===== src/logic/rp_config.svh =====
////////////////////////////////////////////////////////////////////////////
// Board constants for the analog front-end
// Widths, channel count and housekeeping register map
// Pulled into the package and into any module that needs a constant
////////////////////////////////////////////////////////////////////////////

`ifndef RP_CONFIG_SVH
`define RP_CONFIG_SVH

`define RP_ADC_W          16            // ADC word, two LSBs unused on 14-bit parts
`define RP_DAC_W          14            // DAC word
`define RP_NUM_CH         2             // Channels per converter
`define RP_EXP_W          8             // Pins per expansion bank
`define RP_ADDR_W         8             // Register port address
`define RP_BUS_W          32            // Register port data

// Housekeeping register map, byte offsets
`define RP_REG_ID         8'h00
`define RP_REG_CTRL       8'h04         // [0] digital loop, [3:1] daisy mode
`define RP_REG_EXP_P_OUT  8'h08
`define RP_REG_EXP_P_DIR  8'h0C
`define RP_REG_EXP_N_OUT  8'h10
`define RP_REG_EXP_N_DIR  8'h14
`define RP_REG_EXP_P_IN   8'h18
`define RP_REG_EXP_N_IN   8'h1C

`define RP_HK_ID          32'h5250_0A01 // Read-only board ID

`endif


===== src/logic/rp_pkg.sv =====
////////////////////////////////////////////////////////////////////////////
// Shared types of the analog front-end
// Sample words, channel pairs, register port and expansion bank
////////////////////////////////////////////////////////////////////////////

`default_nettype none

`include "rp_config.svh"

package rp_pkg;

  ////////////////////////////////////////////////////////////////////////////
  // Sample words
  ////////////////////////////////////////////////////////////////////////////

  typedef logic        [`RP_ADC_W-1:0] adc_raw_t;   // Raw code, neg slope
  typedef logic signed [`RP_ADC_W-1:0] adc_smp_t;   // Two's complement ADC sample
  typedef logic signed [`RP_DAC_W-1:0] dac_smp_t;   // Two's complement DAC sample
  typedef logic        [`RP_DAC_W-1:0] dac_code_t;  // Offset binary, neg slope

  // Channel pairs, index is the channel number
  typedef adc_smp_t  [`RP_NUM_CH-1:0] adc_pair_t;
  typedef dac_smp_t  [`RP_NUM_CH-1:0] smp_pair_t;
  typedef dac_code_t [`RP_NUM_CH-1:0] dac_pair_t;

  ////////////////////////////////////////////////////////////////////////////
  // Register port
  ////////////////////////////////////////////////////////////////////////////

  typedef struct packed {
    logic                  wr;     // 1 = write, 0 = read
    logic [`RP_ADDR_W-1:0] addr;   // Byte offset
    logic [`RP_BUS_W-1:0]  wdata;
  } hk_req_t;

  typedef struct packed {
    logic [`RP_BUS_W-1:0]  rdata;
    logic                  err;    // Unmapped or read-only target
  } hk_rsp_t;

  ////////////////////////////////////////////////////////////////////////////
  // Housekeeping outputs
  ////////////////////////////////////////////////////////////////////////////

  typedef struct packed {
    logic [`RP_EXP_W-1:0]  dat;    // Pin drive value
    logic [`RP_EXP_W-1:0]  oe;     // 1 = pin is an output
  } exp_bank_t;

  typedef struct packed {
    logic                  digital_loop;  // DAC feeds ADC path
    logic [2:0]            daisy_mode;    // Trigger routing bits
  } hk_ctrl_t;

endpackage

`default_nettype wire


===== src/logic/adc_front.sv =====
////////////////////////////////////////////////////////////////////////////
// ADC front end
// Turns the negative-slope ADC code into two's complement, one register
// Digital loopback swaps in the saturated DAC value instead
////////////////////////////////////////////////////////////////////////////

`timescale 1ns/10ps
`default_nettype none

`include "rp_config.svh"

module adc_front (
  input  wire logic              adc_clk,
  input  wire logic              rst_n_i,
  input  rp_pkg::adc_pair_t      adc_raw_i,   // Straight from the pins
  input  rp_pkg::hk_ctrl_t       ctrl_i,
  input  rp_pkg::smp_pair_t      dac_loop_i,  // Saturated DAC sum
  output rp_pkg::adc_pair_t      adc_dat_o
);

  localparam int unsigned PAD_W = `RP_ADC_W - `RP_DAC_W;  // Zero bits over loopback

  rp_pkg::adc_pair_t adc_nxt;

  // Per-channel conversion
  always_comb begin
    rp_pkg::adc_raw_t raw;
    for (int ch = 0; ch < `RP_NUM_CH; ch++) begin
      raw = rp_pkg::adc_raw_t'(adc_raw_i[ch]);
      if (ctrl_i.digital_loop)
        adc_nxt[ch] = {{PAD_W{1'b0}}, dac_loop_i[ch]};          // Loopback path
      else
        adc_nxt[ch] = {raw[`RP_ADC_W-1], ~raw[`RP_ADC_W-2:0]};  // Keep MSB, flip rest
    end
  end

  always_ff @(posedge adc_clk) begin
    if (!rst_n_i) begin
      adc_dat_o <= '0;
    end else begin
      adc_dat_o <= adc_nxt;
    end
  end

  ////////////////////////////////////////////////////////////////////////////
  // Checks
  ////////////////////////////////////////////////////////////////////////////

  // Output stays quiet for as long as reset is held
  a_rst_zero: assert property (@(posedge adc_clk) !rst_n_i |=> adc_dat_o == '0);

endmodule

`default_nettype wire


===== src/logic/dac_mixer.sv =====
////////////////////////////////////////////////////////////////////////////
// DAC mixer
// Generator plus controller sample per channel, clamped to 14 bits
// Output register holds negative-slope offset binary for the DAC pins
// The clamped two's complement value is also handed back for loopback
////////////////////////////////////////////////////////////////////////////

`timescale 1ns/10ps
`default_nettype none

`include "rp_config.svh"

module dac_mixer (
  input  wire logic              adc_clk,
  input  wire logic              rst_n_i,
  input  rp_pkg::smp_pair_t      gen_dat_i,   // Generator, 14 bit
  input  rp_pkg::adc_pair_t      ctl_dat_i,   // Controller, 16 bit
  output rp_pkg::dac_pair_t      dac_dat_o,
  output rp_pkg::smp_pair_t      dac_loop_o   // Same cycle as the inputs
);

  localparam int unsigned SUM_W = `RP_DAC_W + 1;  // One guard bit for overflow

  logic [`RP_NUM_CH-1:0][SUM_W-1:0] sum;          // Truncated sums
  rp_pkg::smp_pair_t                sat;          // Clamped samples

  ////////////////////////////////////////////////////////////////////////////
  // Sum and saturation
  ////////////////////////////////////////////////////////////////////////////

  always_comb begin
    rp_pkg::adc_smp_t wide;
    for (int ch = 0; ch < `RP_NUM_CH; ch++) begin
      wide    = `RP_ADC_W'(gen_dat_i[ch]) + ctl_dat_i[ch];  // Sign extend generator
      sum[ch] = wide[SUM_W-1:0];                            // Upper bits dropped
      // Guard bit and sign disagree means overflow, pick the rail by sign
      if (sum[ch][SUM_W-1] ^ sum[ch][SUM_W-2])
        sat[ch] = {sum[ch][SUM_W-1], {(`RP_DAC_W-1){~sum[ch][SUM_W-1]}}};
      else
        sat[ch] = sum[ch][`RP_DAC_W-1:0];
    end
  end

  assign dac_loop_o = sat;

  // Output register, sign kept and magnitude bits flipped
  always_ff @(posedge adc_clk) begin
    if (!rst_n_i) begin
      for (int ch = 0; ch < `RP_NUM_CH; ch++) begin
        dac_dat_o[ch] <= {1'b0, {(`RP_DAC_W-1){1'b1}}};  // Code for zero
      end
    end else begin
      for (int ch = 0; ch < `RP_NUM_CH; ch++) begin
        dac_dat_o[ch] <= {sat[ch][`RP_DAC_W-1], ~sat[ch][`RP_DAC_W-2:0]};
      end
    end
  end

  ////////////////////////////////////////////////////////////////////////////
  // Checks
  ////////////////////////////////////////////////////////////////////////////

  // An overflowing sum reaches the pins as one of the two end codes
  for (genvar g = 0; g < `RP_NUM_CH; g++) begin : g_chk
    a_clamp: assert property (@(posedge adc_clk) disable iff (!rst_n_i)
      (sum[g][SUM_W-1] ^ sum[g][SUM_W-2]) |=>
        dac_dat_o[g] inside {{`RP_DAC_W{1'b0}}, {`RP_DAC_W{1'b1}}});
  end

endmodule

`default_nettype wire


===== src/logic/hk_regs.sv =====
////////////////////////////////////////////////////////////////////////////
// Housekeeping register bank
// Four-phase req/ack slave holding loopback, daisy mode and the expansion
// pin output and direction registers, plus read-back of the pin inputs
////////////////////////////////////////////////////////////////////////////

`timescale 1ns/10ps
`default_nettype none

`include "rp_config.svh"

module hk_regs (
  input  wire logic                 adc_clk,
  input  wire logic                 rst_n_i,
  // Register port
  input  wire logic                 req_i,
  input  rp_pkg::hk_req_t           hk_req_i,
  output logic                      ack_o,
  output rp_pkg::hk_rsp_t           hk_rsp_o,   // Valid while ack_o high
  // Raw pin levels, asynchronous
  input  wire logic [`RP_EXP_W-1:0] exp_p_in_i,
  input  wire logic [`RP_EXP_W-1:0] exp_n_in_i,
  // Configuration out
  output rp_pkg::hk_ctrl_t          ctrl_o,
  output rp_pkg::exp_bank_t         exp_p_o,
  output rp_pkg::exp_bank_t         exp_n_o
);

  localparam int unsigned PAD_W = `RP_BUS_W - `RP_EXP_W;

  typedef enum logic {S_IDLE, S_ACK} state_t;

  state_t                          state;
  logic                            accept;      // Request taken this cycle
  logic [1:0][`RP_EXP_W-1:0]       p_sync;      // [1] is the safe copy
  logic [1:0][`RP_EXP_W-1:0]       n_sync;
  logic [`RP_BUS_W-1:0]            rd_dat;
  logic                            bad;         // Unmapped or read-only write
  rp_pkg::hk_ctrl_t                ctrl_r;
  rp_pkg::exp_bank_t               p_r;
  rp_pkg::exp_bank_t               n_r;
  rp_pkg::hk_rsp_t                 rsp_r;

  assign accept = (state == S_IDLE) && req_i;

  // Two-flop synchronizers for the pin inputs
  always_ff @(posedge adc_clk) begin
    p_sync <= {p_sync[0], exp_p_in_i};
    n_sync <= {n_sync[0], exp_n_in_i};
  end

  ////////////////////////////////////////////////////////////////////////////
  // Address decode
  ////////////////////////////////////////////////////////////////////////////

  always_comb begin
    rd_dat = '0;
    bad    = 1'b0;
    case (hk_req_i.addr)
      `RP_REG_ID:        begin rd_dat = `RP_HK_ID; bad = hk_req_i.wr; end
      `RP_REG_CTRL:      rd_dat = {{(`RP_BUS_W-4){1'b0}}, ctrl_r.daisy_mode, ctrl_r.digital_loop};
      `RP_REG_EXP_P_OUT: rd_dat = {{PAD_W{1'b0}}, p_r.dat};
      `RP_REG_EXP_P_DIR: rd_dat = {{PAD_W{1'b0}}, p_r.oe};
      `RP_REG_EXP_N_OUT: rd_dat = {{PAD_W{1'b0}}, n_r.dat};
      `RP_REG_EXP_N_DIR: rd_dat = {{PAD_W{1'b0}}, n_r.oe};
      `RP_REG_EXP_P_IN:  begin rd_dat = {{PAD_W{1'b0}}, p_sync[1]}; bad = hk_req_i.wr; end
      `RP_REG_EXP_N_IN:  begin rd_dat = {{PAD_W{1'b0}}, n_sync[1]}; bad = hk_req_i.wr; end
      default:           bad = 1'b1;
    endcase
  end

  ////////////////////////////////////////////////////////////////////////////
  // Handshake FSM and writable registers
  ////////////////////////////////////////////////////////////////////////////

  always_ff @(posedge adc_clk) begin
    if (!rst_n_i) begin
      state  <= S_IDLE;
      ctrl_r <= '0;
      p_r    <= '0;  // All pins inputs
      n_r    <= '0;
    end else begin
      if (accept)
        state <= S_ACK;
      else if ((state == S_ACK) && !req_i)
        state <= S_IDLE;             // Master let go, close the cycle
      // Writes land on the same edge that raises ack
      if (accept && hk_req_i.wr && !bad) begin
        case (hk_req_i.addr)
          `RP_REG_CTRL: begin
            ctrl_r.digital_loop <= hk_req_i.wdata[0];
            ctrl_r.daisy_mode   <= hk_req_i.wdata[3:1];
          end
          `RP_REG_EXP_P_OUT: p_r.dat <= hk_req_i.wdata[`RP_EXP_W-1:0];
          `RP_REG_EXP_P_DIR: p_r.oe  <= hk_req_i.wdata[`RP_EXP_W-1:0];
          `RP_REG_EXP_N_OUT: n_r.dat <= hk_req_i.wdata[`RP_EXP_W-1:0];
          `RP_REG_EXP_N_DIR: n_r.oe  <= hk_req_i.wdata[`RP_EXP_W-1:0];
          default: ;
        endcase
      end
    end
  end

  // Response captured with the request
  always_ff @(posedge adc_clk) begin
    if (accept) begin
      rsp_r.rdata <= rd_dat;
      rsp_r.err   <= bad;
    end
  end

  assign ack_o    = (state == S_ACK);
  assign hk_rsp_o = rsp_r;
  assign ctrl_o   = ctrl_r;
  assign exp_p_o  = p_r;
  assign exp_n_o  = n_r;

  // No acknowledge without a request the cycle before
  a_ack_req: assert property (@(posedge adc_clk) disable iff (!rst_n_i)
    $rose(ack_o) |-> $past(req_i));

  // Master keeps the request word steady until it is acknowledged
  a_req_stable: assert property (@(posedge adc_clk) disable iff (!rst_n_i)
    (req_i && !ack_o) |=> $stable(hk_req_i));

endmodule

`default_nettype wire


===== src/logic/exp_pin_mux.sv =====
////////////////////////////////////////////////////////////////////////////
// Expansion connector alternate functions
// Overrides register-driven pins with the trigger output in daisy mode
// and gates the external trigger input in pure combinational logic
////////////////////////////////////////////////////////////////////////////

`timescale 1ns/10ps
`default_nettype none

`include "rp_config.svh"

module exp_pin_mux (
  input  rp_pkg::exp_bank_t         exp_p_i,     // From the register bank
  input  rp_pkg::exp_bank_t         exp_n_i,
  input  rp_pkg::hk_ctrl_t          ctrl_i,
  input  wire logic [`RP_EXP_W-1:0] exp_p_in_i,  // Raw p pin levels
  input  wire logic                 daisy_trig_i,
  input  wire logic                 scope_trig_i,
  input  wire logic                 asg_trig_i,
  output rp_pkg::exp_bank_t         exp_p_o,     // To the pad drivers
  output rp_pkg::exp_bank_t         exp_n_o,
  output logic                      trig_ext_o
);

  localparam int unsigned PAD_W = `RP_EXP_W - 1;

  logic                 trig_sel;   // Trigger sent out on n pin 0
  logic [`RP_EXP_W-1:0] n_alt;      // 1 = pin taken by alternate function
  logic [`RP_EXP_W-1:0] n_alt_dat;

  // Per pin select between register and alternate function
  function automatic rp_pkg::exp_bank_t alt_mux(
    input rp_pkg::exp_bank_t    regs,
    input logic [`RP_EXP_W-1:0] alt,
    input logic [`RP_EXP_W-1:0] alt_dat
  );
    rp_pkg::exp_bank_t res;
    res.dat = (alt & alt_dat) | (~alt & regs.dat);
    res.oe  = alt | regs.oe;                          // Alternate pins are forced outputs
    return res;
  endfunction

  assign trig_sel = ctrl_i.daisy_mode[2] ? asg_trig_i : scope_trig_i;

  // Only n pin 0 has an alternate use
  assign n_alt     = {{PAD_W{1'b0}}, ctrl_i.daisy_mode[1]};
  assign n_alt_dat = {{PAD_W{1'b0}}, trig_sel};

  assign exp_p_o = exp_p_i;                           // No alternates on bank p
  assign exp_n_o = alt_mux(exp_n_i, n_alt, n_alt_dat);

  // External trigger from p pin 0 is blocked while the daisy chain owns triggering
  assign trig_ext_o = exp_p_in_i[0] & ~(ctrl_i.daisy_mode[0] & daisy_trig_i);

endmodule

`default_nettype wire


===== src/logic/rp_analog_top.sv =====
////////////////////////////////////////////////////////////////////////////
// Analog front-end top level
// ADC conversion, DAC mixing, housekeeping registers and expansion pins
// All on adc_clk, register access through the req/ack port
////////////////////////////////////////////////////////////////////////////

`timescale 1ns/10ps
`default_nettype none

`include "rp_config.svh"

module rp_analog_top (
  input  wire logic                 adc_clk,
  input  wire logic                 rst_n_i,
  // Converters
  input  rp_pkg::adc_pair_t         adc_raw_i,
  output rp_pkg::adc_pair_t         adc_dat_o,     // Two's complement samples
  input  rp_pkg::smp_pair_t         gen_dat_i,     // Generator samples
  input  rp_pkg::adc_pair_t         ctl_dat_i,     // Controller samples
  output rp_pkg::dac_pair_t         dac_dat_o,
  // Register port
  input  wire logic                 req_i,
  input  rp_pkg::hk_req_t           hk_req_i,
  output logic                      ack_o,
  output rp_pkg::hk_rsp_t           hk_rsp_o,
  // Expansion connector
  input  wire logic [`RP_EXP_W-1:0] exp_p_in_i,
  input  wire logic [`RP_EXP_W-1:0] exp_n_in_i,
  output rp_pkg::exp_bank_t         exp_p_o,
  output rp_pkg::exp_bank_t         exp_n_o,
  // Triggers
  input  wire logic                 daisy_trig_i,
  input  wire logic                 scope_trig_i,
  input  wire logic                 asg_trig_i,
  output logic                      trig_ext_o
);

  rp_pkg::hk_ctrl_t  hk_ctrl;    // Loopback and daisy mode
  rp_pkg::exp_bank_t exp_p_reg;  // Register view of the banks
  rp_pkg::exp_bank_t exp_n_reg;
  rp_pkg::smp_pair_t dac_loop;   // Clamped DAC value for loopback

  ////////////////////////////////////////////////////////////////////////////
  // Data path
  ////////////////////////////////////////////////////////////////////////////

  adc_front u_adc_front (
    .adc_clk    (adc_clk),
    .rst_n_i    (rst_n_i),
    .adc_raw_i  (adc_raw_i),
    .ctrl_i     (hk_ctrl),
    .dac_loop_i (dac_loop),
    .adc_dat_o  (adc_dat_o)
  );

  dac_mixer u_dac_mixer (
    .adc_clk    (adc_clk),
    .rst_n_i    (rst_n_i),
    .gen_dat_i  (gen_dat_i),
    .ctl_dat_i  (ctl_dat_i),
    .dac_dat_o  (dac_dat_o),
    .dac_loop_o (dac_loop)
  );

  ////////////////////////////////////////////////////////////////////////////
  // Housekeeping and pins
  ////////////////////////////////////////////////////////////////////////////

  hk_regs u_hk_regs (
    .adc_clk    (adc_clk),
    .rst_n_i    (rst_n_i),
    .req_i      (req_i),
    .hk_req_i   (hk_req_i),
    .ack_o      (ack_o),
    .hk_rsp_o   (hk_rsp_o),
    .exp_p_in_i (exp_p_in_i),
    .exp_n_in_i (exp_n_in_i),
    .ctrl_o     (hk_ctrl),
    .exp_p_o    (exp_p_reg),
    .exp_n_o    (exp_n_reg)
  );

  exp_pin_mux u_exp_pin_mux (
    .exp_p_i      (exp_p_reg),
    .exp_n_i      (exp_n_reg),
    .ctrl_i       (hk_ctrl),
    .exp_p_in_i   (exp_p_in_i),   // Raw levels, trigger path is not synchronized
    .daisy_trig_i (daisy_trig_i),
    .scope_trig_i (scope_trig_i),
    .asg_trig_i   (asg_trig_i),
    .exp_p_o      (exp_p_o),
    .exp_n_o      (exp_n_o),
    .trig_ext_o   (trig_ext_o)
  );

endmodule

`default_nettype wire


===== config.mk =====
export PLATFORM = sky130hd
export DESIGN_NAME = rp_analog_top
export DESIGN_NICKNAME = d
export VERILOG_FILES = /design/src/logic/rp_pkg.sv /design/src/logic/adc_front.sv /design/src/logic/dac_mixer.sv /design/src/logic/hk_regs.sv /design/src/logic/exp_pin_mux.sv /design/src/logic/rp_analog_top.sv
export VERILOG_INCLUDE_DIRS = /design/src /design/src/logic
export SDC_FILE = /design/constraint.sdc
export NUM_CORES = 1
export LEC_CHECK = 0
export BUFFER_PORTS_ARGS = -buffer_cell sky130_fd_sc_hd__buf_2
export CORE_AREA = 8 8 128 130
export CTS_BUF_LIST = sky130_fd_sc_hd__clkbuf_4 sky130_fd_sc_hd__clkbuf_8
export DETAILED_ROUTE_END_ITERATION = 10
export DIE_AREA = 0 0 136 138
export PLACE_DENSITY = 0.9
export SLEW_MARGIN = 20
export SYNTH_ARGS = -nofsm -noshare
export SYNTH_HDL_FRONTEND = slang
export SYNTH_HIERARCHICAL = 1
export SYNTH_SLANG_ARGS = --single-unit

===== constraint.sdc =====
create_clock -name adc_clk -period 7.3 [get_ports adc_clk]
set_input_delay 0.73 -clock adc_clk [delete_from_list [all_inputs] [get_ports adc_clk]]
set_output_delay 0.73 -clock adc_clk [all_outputs]
set_load 0.005 [all_outputs]

==> results of run 1 <==
## final timing paths
path / endpoint / slack, ns / cells past startpoint
setup / recovery: u_adc_front/adc_dat_o[18]$_SDFF_PN0_ / 3.98 / 13
setup reg to reg: u_hk_regs/exp_n_o[11]$_SDFFE_PN0P_ / 4.98 / 5
hold reg to reg: u_hk_regs/n_sync[11]$_DFF_P_ / 0.32 / 0
hold / removal: u_hk_regs/n_sync[11]$_DFF_P_ / 0.32 / 0
## routing by layer
| layer | share of wire [%] | vias up |
|---|---|---|
| li1 | - | 2763 |
| met1 | 36 | 2673 |
| met2 | 50 | 259 |
| met3 | 12 | 37 |
| met4 | 2.3 | 6 |
| met5 | 0.16 | - |
## power breakdown
| part | internal (uW) | total, uW | switching [uW] | leakage (uW) |
|---|---|---|---|---|
| Clock | 348 | 653 | 305 | 0.000208 |
| Sequential | 822 | 837 | 15.6 | 0.00117 |
| Combinational | 184 | 403 | 219 | 0.00263 |
| Total | 1350 | 1890 | 539 | 0.00400 |
## cells in the mapped netlist (5+ instances only)
| library cell | n | share of area, % |
|---|---|---|
| dfxtp_1 | 129 | 37 |
| nand2_1 | 103 | 5.5 |
| buf_4 | 57 | 6.1 |
| mux2i_1 | 41 | 5.8 |
| ha_1 | 29 | 5.1 |
| nor2_1 | 27 | 1.4 |
| a21oi_1 | 19 | 1.3 |
| or2_1 | 19 | 1.7 |
| xnor2_1 | 14 | 1.7 |
| a21o_1 | 13 | 1.4 |
| inv_1 | 13 | 0.69 |
| a21boi_2 | 12 | 1.9 |
| clkbuf_1 | 12 | 0.64 |
| edfxtp_1 | 10 | 4.3 |
| maj3_1 | 10 | 1.4 |
| maj3_2 | 10 | 1.6 |
| a21boi_0 | 9 | 0.96 |
| a21boi_1 | 9 | 0.96 |
| a31oi_1 | 9 | 0.80 |
| o21ai_0 | 9 | 0.64 |
| xor2_1 | 9 | 1.1 |
| and3_1 | 8 | 0.71 |
| buf_2 | 8 | 0.57 |
| mux2_2 | 8 | 1.3 |
| or2_0 | 8 | 0.71 |
| nor3_1 | 7 | 0.50 |
| nand3_1 | 6 | 0.43 |
| buf_6 | 5 | 0.80 |
| mux4_2 | 5 | 1.6 |
| nor2b_1 | 5 | 0.44 |
| o21a_1 | 5 | 0.53 |
## per-stage QoR
| step | worst slack (ns) | cell area, um2 |
|---|---|---|
| after floorplan | 4.44 | 7110 |
| after global placement | 3.70 | 7930 |
| after detailed placement | 3.61 | 7930 |
| after CTS | 4.05 | 8350 |
| after global routing | 3.86 | 8350 |
| final | 3.98 | 8350 |
## cells in the final DEF (no fill, tap or decap), drive strengths merged, types with 5 or more instances in the layout
master    n
nor2     27
mux4      5
mux2      8
nor3      7
xnor2    15
o21ai    14
maj3     20
a21oi    23
xor2     10
dfxtp   129
inv      17
mux2i    41
buf     240
edfxtp   10
clkbuf   19
a21boi   30
ha       29
and3      8
a21o     13
conb     17
o21a      5
a31oi     9
or2      31
nor2b     5
nand2   103
nand3     6
## cells by family (layout without fill, tap and decap cells)
group,after synthesis,after routing,share of synthesized area (%)
flip-flops,139,139,40.9
other,1,18,0.0532
AND/OR/NAND/NOR,218,218,15.8
XOR/XNOR,25,25,3.48
multiplexers,54,54,8.69
AO/OA/AOI/OAI,121,121,12.9
adder cells (fa/ha/maj),51,51,8.73
buffers and inverters,99,285,9.47
## final cells by class
| cell class | instances | area (um2) | area share, % |
|---|---|---|---|
| tap | 184 | 230 | 2.76 |
| sequential | 139 | 2880 | 34.5 |
| clock buffer | 19 | 249 | 2.98 |
| clock inverter | 13 | 165 | 1.98 |
| timing repair buffer | 240 | 1210 | 14.5 |
| inverter | 13 | 48.8 | 0.584 |
| antenna | 1 | 2.50 | 0.0300 |
| multi-input combinational | 486 | 3560 | 42.6 |
## sequential cells by signal, indices dropped and copies added, names as in the netlist
| signal | cells |
|---|---|
| u_adc_front/adc_dat_o | 32 |
| u_dac_mixer/dac_dat_o | 28 |
| u_hk_regs/ack_o | 1 |
| u_hk_regs/ctrl_o | 4 |
| u_hk_regs/exp_n_o | 16 |
| u_hk_regs/exp_p_o | 16 |
| u_hk_regs/hk_rsp_o | 10 |
| u_hk_regs/n_sync | 16 |
| u_hk_regs/p_sync | 16 |
## critical path: stages
cell and delay, ns:
buf_2 0.09, ha_1 0.20, inv_1 0.07, fa_1 0.40
nor2b_1 0.17, o211ai_1 0.16, a21oi_2 0.27, o21ai_2 0.11
xor2_2 0.67, or2_0 0.39, o21a_1 0.18, nand2_1 0.05
a21boi_1 0.17
==> flow_metrics.tcl, run 1 <==
set metrics [dict create \
    status "finished clean" \
    syn-instance-count 708 \
    grt_pass1_wl_mm 30.6 \
    fillCellCount 1208 \
    arrival_ns 3.68 \
    grt_pass1_vias 6066 \
    gp_congestion 0.934 \
    seq_area_frac_synth_pct 40.9 \
    hp-start "u_hk_regs/n_sync[3]$_DFF_P_" \
    use_met3_pct 10.5 \
    dp.final_hpwl_mm 14.9 \
    synthToLayoutAreaGrowth_pct 18.4 \
    crit_type "in -> reg" \
    hold_violations 0 \
    crit_path_max_fanout 15 \
    hold_buffers 0 \
    drc_errors 0 \
    post_cts_buffers 0 \
    clock_path_buffers 2 \
    slew_violations 0 \
    cts_tree "yes" \
    synthesis.area_mm2 0.00705 \
    antenna_found_initial 4 \
    cts.clk_slew.worst_paths_ns 0.08 \
    dieArea_mm2 0.0188 \
    numCtsBuffers 17 \
    start_util_pct 49.3 \
    synth_edf_count 10 \
    ys.flop_type "dfxtp_1" \
    cts_resized 0 \
    worst_hold_slack_ns 0.324 \
    drtIter0Drc 247 \
    grt.total_usage_pct 20.4 \
    first_pass_iters 4 \
    dieHeight_um 138 \
    synth.distinct_cells 75 \
    rows 44 \
    clkSinkCount 139 \
    static-leakage-power_uw 0.00400 \
    worstSetupStartpoint "gen_dat_i[14]" \
    postRouteAntennaNets 0 \
    relSlewSlack_pct 29.7 \
    yosysWarnings 6 \
    min_path_type "reg -> reg" \
    grt_max_degree 60 \
    irDropWorstVdd_uv 191 \
    root_buffer "clkbuf_8" \
    r2r_start "u_hk_regs/ack_o$_SDFFE_PN0P_" \
    wl_per_cell_um 17.9 \
    async_flop_share_pct 0 \
    rsz0062_at_grt "false" \
    synth-seq-cells 139 \
    tns_ns 0 \
    drv_cap 0 \
    core_area_mm2 0.0143 \
    clock_latency_ns 0.43 \
    grt_overflow 0 \
    worst_slew_pin_slew_ns 1.05 \
    fmax_mhz 301 \
    post-route-period-util_pct 45.5 \
    dp_cells 1062 \
    drt_wl_total_mm 19.6 \
    htreeDepth 4 \
    setup_viol 0 \
    required_ns 7.66 \
    grt_busiest_layer "met2" \
    powerDensity_mw_per_mm2 227 \
    viasPerCell 5.24 \
    end_kind "register" \
    layout-drive-gt1-share_pct 36.3 \
    avgSynthCellArea_um2 9.96 \
    clock-skew-final_ns 0.0113 \
    die_w_um 136 \
    ioPinCount 282 \
    start_kind "input pin" \
    period_needed_ns 3.32 \
    met2_usage_pct 34.9 \
    layoutNonFillerInstCount 1095 \
    vias 5738 \
    power.total_uw 1890 \
    met1_usage_pct 20.5 \
    final_core_utilization_pct 58.3 \
    io_buffers 238 \
    final_nets 1083 \
]
Power figures use the tool's default switching activity.
==> run 2, diff against run 1 <==
Clock period 7.3 ns to 3.1 ns, I/O delays scaled along.
==> run 2 against run 1 <==
Net effect: clock skew down 0.0036 ns; cell count up 2.4%; critical path depth unchanged; utilization up 1.7 points; sequential power up 140%; critical path type unchanged; critical endpoint is now u_adc_front/adc_dat_o[27]$_SDFF_PN0_; largest cell class unchanged; largest power group unchanged; highest routed layer unchanged.
==> flow_metrics.tcl, run 2 (synthesis results as in run 1) <==
set metrics [dict create \
    wl_per_cell_um 17.3 \
    grt_max_degree 66 \
    dpl_cell_area_mm2 0.00800 \
    worst_hold_slack_ns 0.0764 \
    hold_buffers 18 \
    grt_pass1_vias 6074 \
    crit_path_max_fanout 8 \
    dieArea_mm2 0.0188 \
    clock_path_buffers 2 \
    top_regs "u_adc_front/adc_dat_o: 32 flops, u_dac_mixer/dac_dat_o: 28 flops" \
    root_buffer "clkbuf_8" \
    grt.total_usage_pct 20.3 \
    hold_violations 0 \
    powerDensity_mw_per_mm2 523 \
    tns_ns 0 \
    slowest_delay_ns 0.41 \
    layout-drive-gt1-share_pct 36.1 \
    rsz0062_at_grt "false" \
    end_kind "register" \
    gp_congestion 0.880 \
    status "finished clean" \
    ioPinCount 282 \
    path_buf_inv 2 \
    largest_reg_flops 32 \
    drt_wl_total_mm 19.4 \
    cts.clk_slew.worst_paths_ns 0.08 \
    crit_type "in -> reg" \
    relSlewSlack_pct 45.7 \
    drtIter0Drc 299 \
    cp_top_family "compound AO/OA/AOI/OAI gates" \
    irDropWorstVdd_uv 368 \
    dieHeight_um 138 \
    fillCellCount 1172 \
    power.total_uw 4500 \
    rows 44 \
    drc_errors 0 \
    cts_resized 0 \
    period_needed_ns 2.52 \
    final_nets 1110 \
    first_pass_iters 5 \
    clkSinkCount 139 \
    start_util_pct 49.3 \
    drv_cap 0 \
    hold_end "u_adc_front/adc_dat_o[15]$_SDFF_PP0_" \
    final_common_cell "buf_2" \
    multi_input_area_mm2 0.00356 \
    worst_path_max_delay_cell "fa_1" \
    worst-r2r-setup-slack_ns 0.92 \
    clock-skew-final_ns 0.00766 \
    static-leakage-power_uw 0.00413 \
    hp-start "adc_raw_i[15]" \
    core_area_mm2 0.0143 \
    post_cts_buffers 0 \
    grt_pass1_wl_mm 30.4 \
    clock_latency_ns 0.44 \
    min_path_type "in -> reg" \
    die_w_um 136 \
    dp.final_hpwl_mm 14.6 \
    worst_slew_pin_slew_ns 0.814 \
    cts_tree "yes" \
    r2r_end "u_hk_regs/exp_n_o[1]$_SDFFE_PN0P_" \
    layout_common_cells "buf_2 (237), dfxtp_1 (128), nand2_1 (103), mux2i_1 (41), ha_1 (29)" \
    required_ns 3.48 \
    postRouteAntennaNets 0 \
    holdPathStages 3 \
    path_cells "buf_2 > ha_1 > inv_1 > fa_1 > nor2b_1 > o211ai_1 > a21oi_2 > o21ai_2 > xor2_2 > or2_0 > a21o_1 > nand2_1 > a21boi_2" \
    antenna_found_initial 3 \
    vias 5836 \
    start_kind "input pin" \
    synthToLayoutAreaGrowth_pct 21.9 \
    fmax_mhz 397 \
    r2r_start "u_hk_regs/ack_o$_SDFFE_PN0P_" \
    viasPerCell 5.21 \
    post-route-period-util_pct 81.2 \
    io_buffers 238 \
    ff2ff_path_depth 5 \
    numCtsBuffers 17 \
    htreeDepth 4 \
    setup_viol 0 \
    grt_overflow 0 \
    arrival_ns 2.90 \
    seq_area_mm2 0.00288 \
    finalInstanceArea_mm2 0.00860 \
    slew_violations 0 \
    largest_register "u_adc_front/adc_dat_o" \
]
-- run 2: stage by stage --
step / utilization, % / std cells / setup WS [ns]
3_5_place_dp: 55.9 / 1071 / 0.218
4_1_cts: 60.0 / 1120 / 0.658
2_1_floorplan: - / 724 / 0.659
6_report: 60.1 / 1121 / 0.582
3_3_place_gp: 55.9 / 1071 / 0.274
5_1_grt: 60.1 / 1121 / 0.415
-- run 2: how the worst max path moves through the flow --
| stage | startpoint | endpoint | slack [ns] | depth (start not counted) |
|---|---|---|---|---|
| final | gen_dat_i[14] | u_adc_front/adc_dat_o[27]$_SDFF_PN0_ | 0.58 | 13 |
| after global routing | gen_dat_i[14] | u_adc_front/adc_dat_o[27]$_SDFF_PN0_ | 0.42 | 13 |
| after CTS | gen_dat_i[14] | u_adc_front/adc_dat_o[27]$_SDFF_PN0_ | 0.66 | 13 |
| after detailed placement | gen_dat_i[14] | u_adc_front/adc_dat_o[16]$_SDFF_PN0_ | 0.22 | 13 |
| after global placement | gen_dat_i[14] | u_adc_front/adc_dat_o[16]$_SDFF_PN0_ | 0.27 | 13 |
| after floorplan | gen_dat_i[14] | u_adc_front/adc_dat_o[16]$_SDFF_PN0_ | 0.66 | 13 |
-- run 2: final cells by class --
class	count	share of cell area [%]
clock inverter	11	1.67
inverter	13	0.568
antenna	1	0.0291
multi-input combinational	486	41.4
tap	184	2.68
timing repair buffer	267	16.9
sequential	139	33.6
clock buffer	20	3.13
-- run 2: power by group --
part           switching, uW  internal [uW]  total (uW)
sequential              34.4           1930        1970
combinational            522            470         992
clock                    697            842        1540
-- run 2: worst register-to-register path: stages (launching register included) --
cell     delay [ns]
dfxtp_1        0.32
inv_1          0.05
ha_1           0.55
and4b_1        0.28
and4b_1        0.64
mux2i_1        0.27
-- run 2: routing by layer --
metal	part of all wire (%)	vias to the layer above	GRT usage, %	wire length [um]
li1	-	2816	-	-
met5	0.082	-	0	16
met4	2.8	4	8.91	539
met1	36	2706	21.3	7090
met3	11	38	9.13	2220
met2	49	272	34.1	9570
==> run 3, diff against run 2 <==
Settings changed: CORE_AREA 8 8 128 130 to 8 8 133 135, DIE_AREA 0 0 136 138 to 0 0 141 143, PLACE_DENSITY 0.9 to 0.88.
Clock period 3.1 ns to 2.06 ns, I/O delays scaled along.
==> run 3 against run 2 <==
Net effect: final area up 11%; utilization up 0.88 points; routed wire length up 11%; largest cell class unchanged; first-iteration DRC count up 11%; critical path type unchanged; critical path depth down 1.
==> flow_metrics.tcl, run 3 (synthesis results as in run 1) <==
set metrics [dict create \
    status "finished clean" \
    vias 6260 \
    setup_viol 0 \
    met2_usage_pct 37.5 \
    dp.final_hpwl_mm 16.5 \
    grt_overflow 0 \
    first_pass_iters 5 \
    worst_path_max_delay_cell "fa_2" \
    arrival_ns 2.32 \
    start_util_pct 45.2 \
    met1_usage_pct 20.8 \
    postRouteAntennaNets 0 \
    hp-start "adc_raw_i[18]" \
    final_common_cell "buf_2" \
    period_needed_ns 1.99 \
    slew_violations 0 \
    worst_slew_pin_slew_ns 0.657 \
    dieArea_mm2 0.0202 \
    grt_max_degree 59 \
    drt_wl_total_mm 21.6 \
    grt.total_usage_pct 21.1 \
    grt_pass1_wl_mm 33.6 \
    clock_latency_ns 0.44 \
    worst-r2r-setup-slack_ns 0.27 \
    grt_pass1_vias 6747 \
    static-leakage-power_uw 0.00455 \
    core_area_mm2 0.0156 \
    clock-skew-final_ns 0.00743 \
    use_met3_pct 8.28 \
    finalInstanceArea_mm2 0.00950 \
    rows 46 \
    r2r_start "u_hk_regs/ack_o$_SDFFE_PN0P_" \
    tns_ns 0 \
    start_kind "input pin" \
    drc_errors 0 \
    crit_path_max_fanout 2 \
    crit_type "in -> reg" \
    root_buffer "clkbuf_8" \
    drtIter0Drc 331 \
    worstSetupStartpoint "ctl_dat_i[0]" \
    layout_common_cells "buf_2 (237), dfxtp_1 (128), nand2_1 (103), buf_4 (73), mux2i_1 (41)" \
    antenna_found_initial 3 \
    cts.clk_slew.worst_paths_ns 0.08 \
    dpl_cell_area_mm2 0.00868 \
    fillCellCount 1253 \
    path_cells "buf_2 > ha_4 > fa_2 > a21oi_4 > o21ai_2 > buf_4 > a2111oi_2 > nor3_1 > xor2_1 > maj3_2 > nand2_1 > a21boi_1" \
    viasPerCell 5.07 \
    clkSinkCount 139 \
    layout-drive-gt1-share_pct 42.4 \
    min_path_type "in -> reg" \
    dieHeight_um 143 \
    fmax_mhz 503 \
    grt_busiest_layer "met2" \
    final_nets 1188 \
    gp_congestion 0.915 \
    hold_violations 0 \
    io_buffers 238 \
    clock_path_buffers 2 \
    cts_tree "yes" \
    htreeDepth 4 \
    powerDensity_mw_per_mm2 761 \
    largest_reg_flops 32 \
    post-route-period-util_pct 96.4 \
    drv_cap 0 \
    required_ns 2.39 \
    largest_register "u_adc_front/adc_dat_o" \
    wl_per_cell_um 17.5 \
    top_regs "u_adc_front/adc_dat_o: 32 flops, u_dac_mixer/dac_dat_o: 28 flops" \
    irDropWorstVdd_uv 376 \
    die_w_um 141 \
    ioPinCount 282 \
    slowest_delay_ns 0.40 \
    synthToLayoutAreaGrowth_pct 34.8 \
    relSlewSlack_pct 56.2 \
    numCtsBuffers 17 \
    end_kind "register" \
]
==> run 3: cell count changes in the layout (fill, tap and decap cells not counted), moves of 4 or more <==
| cell | change |
|---|---|
| dlygate4sd3_1 | +12 |
| buf_4 | +61 |
| ha_1 | -6 |
| a21boi_1 | +5 |
| maj3_1 | -4 |
| ha_4 | +6 |
| a21boi_0 | -5 |
| buf_12 | +4 |
| maj3_2 | +4 |
==> run 3: routing by layer <==
metal  up-vias  wire length (um)
met5         -                 0
met4         0               836
met3        59              2080
met2       296             10900
met1      2928              7860
li1       2977                 -
==> run 3: repair_timing <==
item | in CTS | in global routing
endpoints found under the setup margin | 2 | 20
endpoints found under the hold margin | 30 | 0
pin swaps | 0 | 3
setup buffers | 0 | 2
gates resized for setup | 1 | 9
hold buffers | 30 | 0
==> run 3: worst paths after layout <==
check / cells after the start / end
setup / recovery: 12 / u_adc_front/adc_dat_o[8]$_SDFF_PN0_
hold / removal: 3 / u_adc_front/adc_dat_o[18]$_SDFF_PN0_
setup reg to reg: 5 / u_hk_regs/exp_n_o[6]$_SDFFE_PN0P_
hold reg to reg: 0 / u_hk_regs/p_sync[10]$_DFF_P_
==> run 3: final cells by class <==
class,instances,area [um2],area share (%)
repair buffers,345,2130,22.4
clock inverters,12,170,1.79
well taps,216,270,2.84
inverters,13,48.8,0.513
diodes,3,7.51,0.0790
flip-flops and latches,139,2880,30.3
multi-input cells,486,3730,39.2
clock buffers,20,269,2.83
==> run 3: worst max-delay path: cells and delay by family <==
kind	cells	cell delay [ns]
buf+inv	2	0.26
simple gates	2	0.18
compound gates	4	0.59
fa+ha+maj	3	0.91
xor+xnor	1	0.17
==> run 3: power breakdown <==
part           total (uW)  switching (uW)  internal, uW  leakage [uW]
Sequential           2970            62.1          2910       0.00117
Clock                2430            1040          1390      0.000222
Combinational        1830             895           936       0.00316
Total                7230            1990          5240       0.00455
==> run 3: per-stage QoR <==
| stage | hold slack [ns] | std cells | setup WS (ns) | total power, uW | utilization [%] |
|---|---|---|---|---|---|
| 3_3_place_gp | 0.310 | 1167 | -0.320 | 4680 | 55.6 |
| 3_5_place_dp | 0.310 | 1167 | -0.488 | 4730 | 55.6 |
| 4_1_cts | 0.00186 | 1229 | 0.0179 | 7220 | 60.4 |
| 6_report | 0.0332 | 1234 | 0.0733 | 7230 | 60.9 |
| 5_1_grt | 0.0101 | 1234 | -0.00559 | 7560 | 60.9 |
| 2_1_floorplan | 0.234 | 724 | -0.152 | 4030 | - |
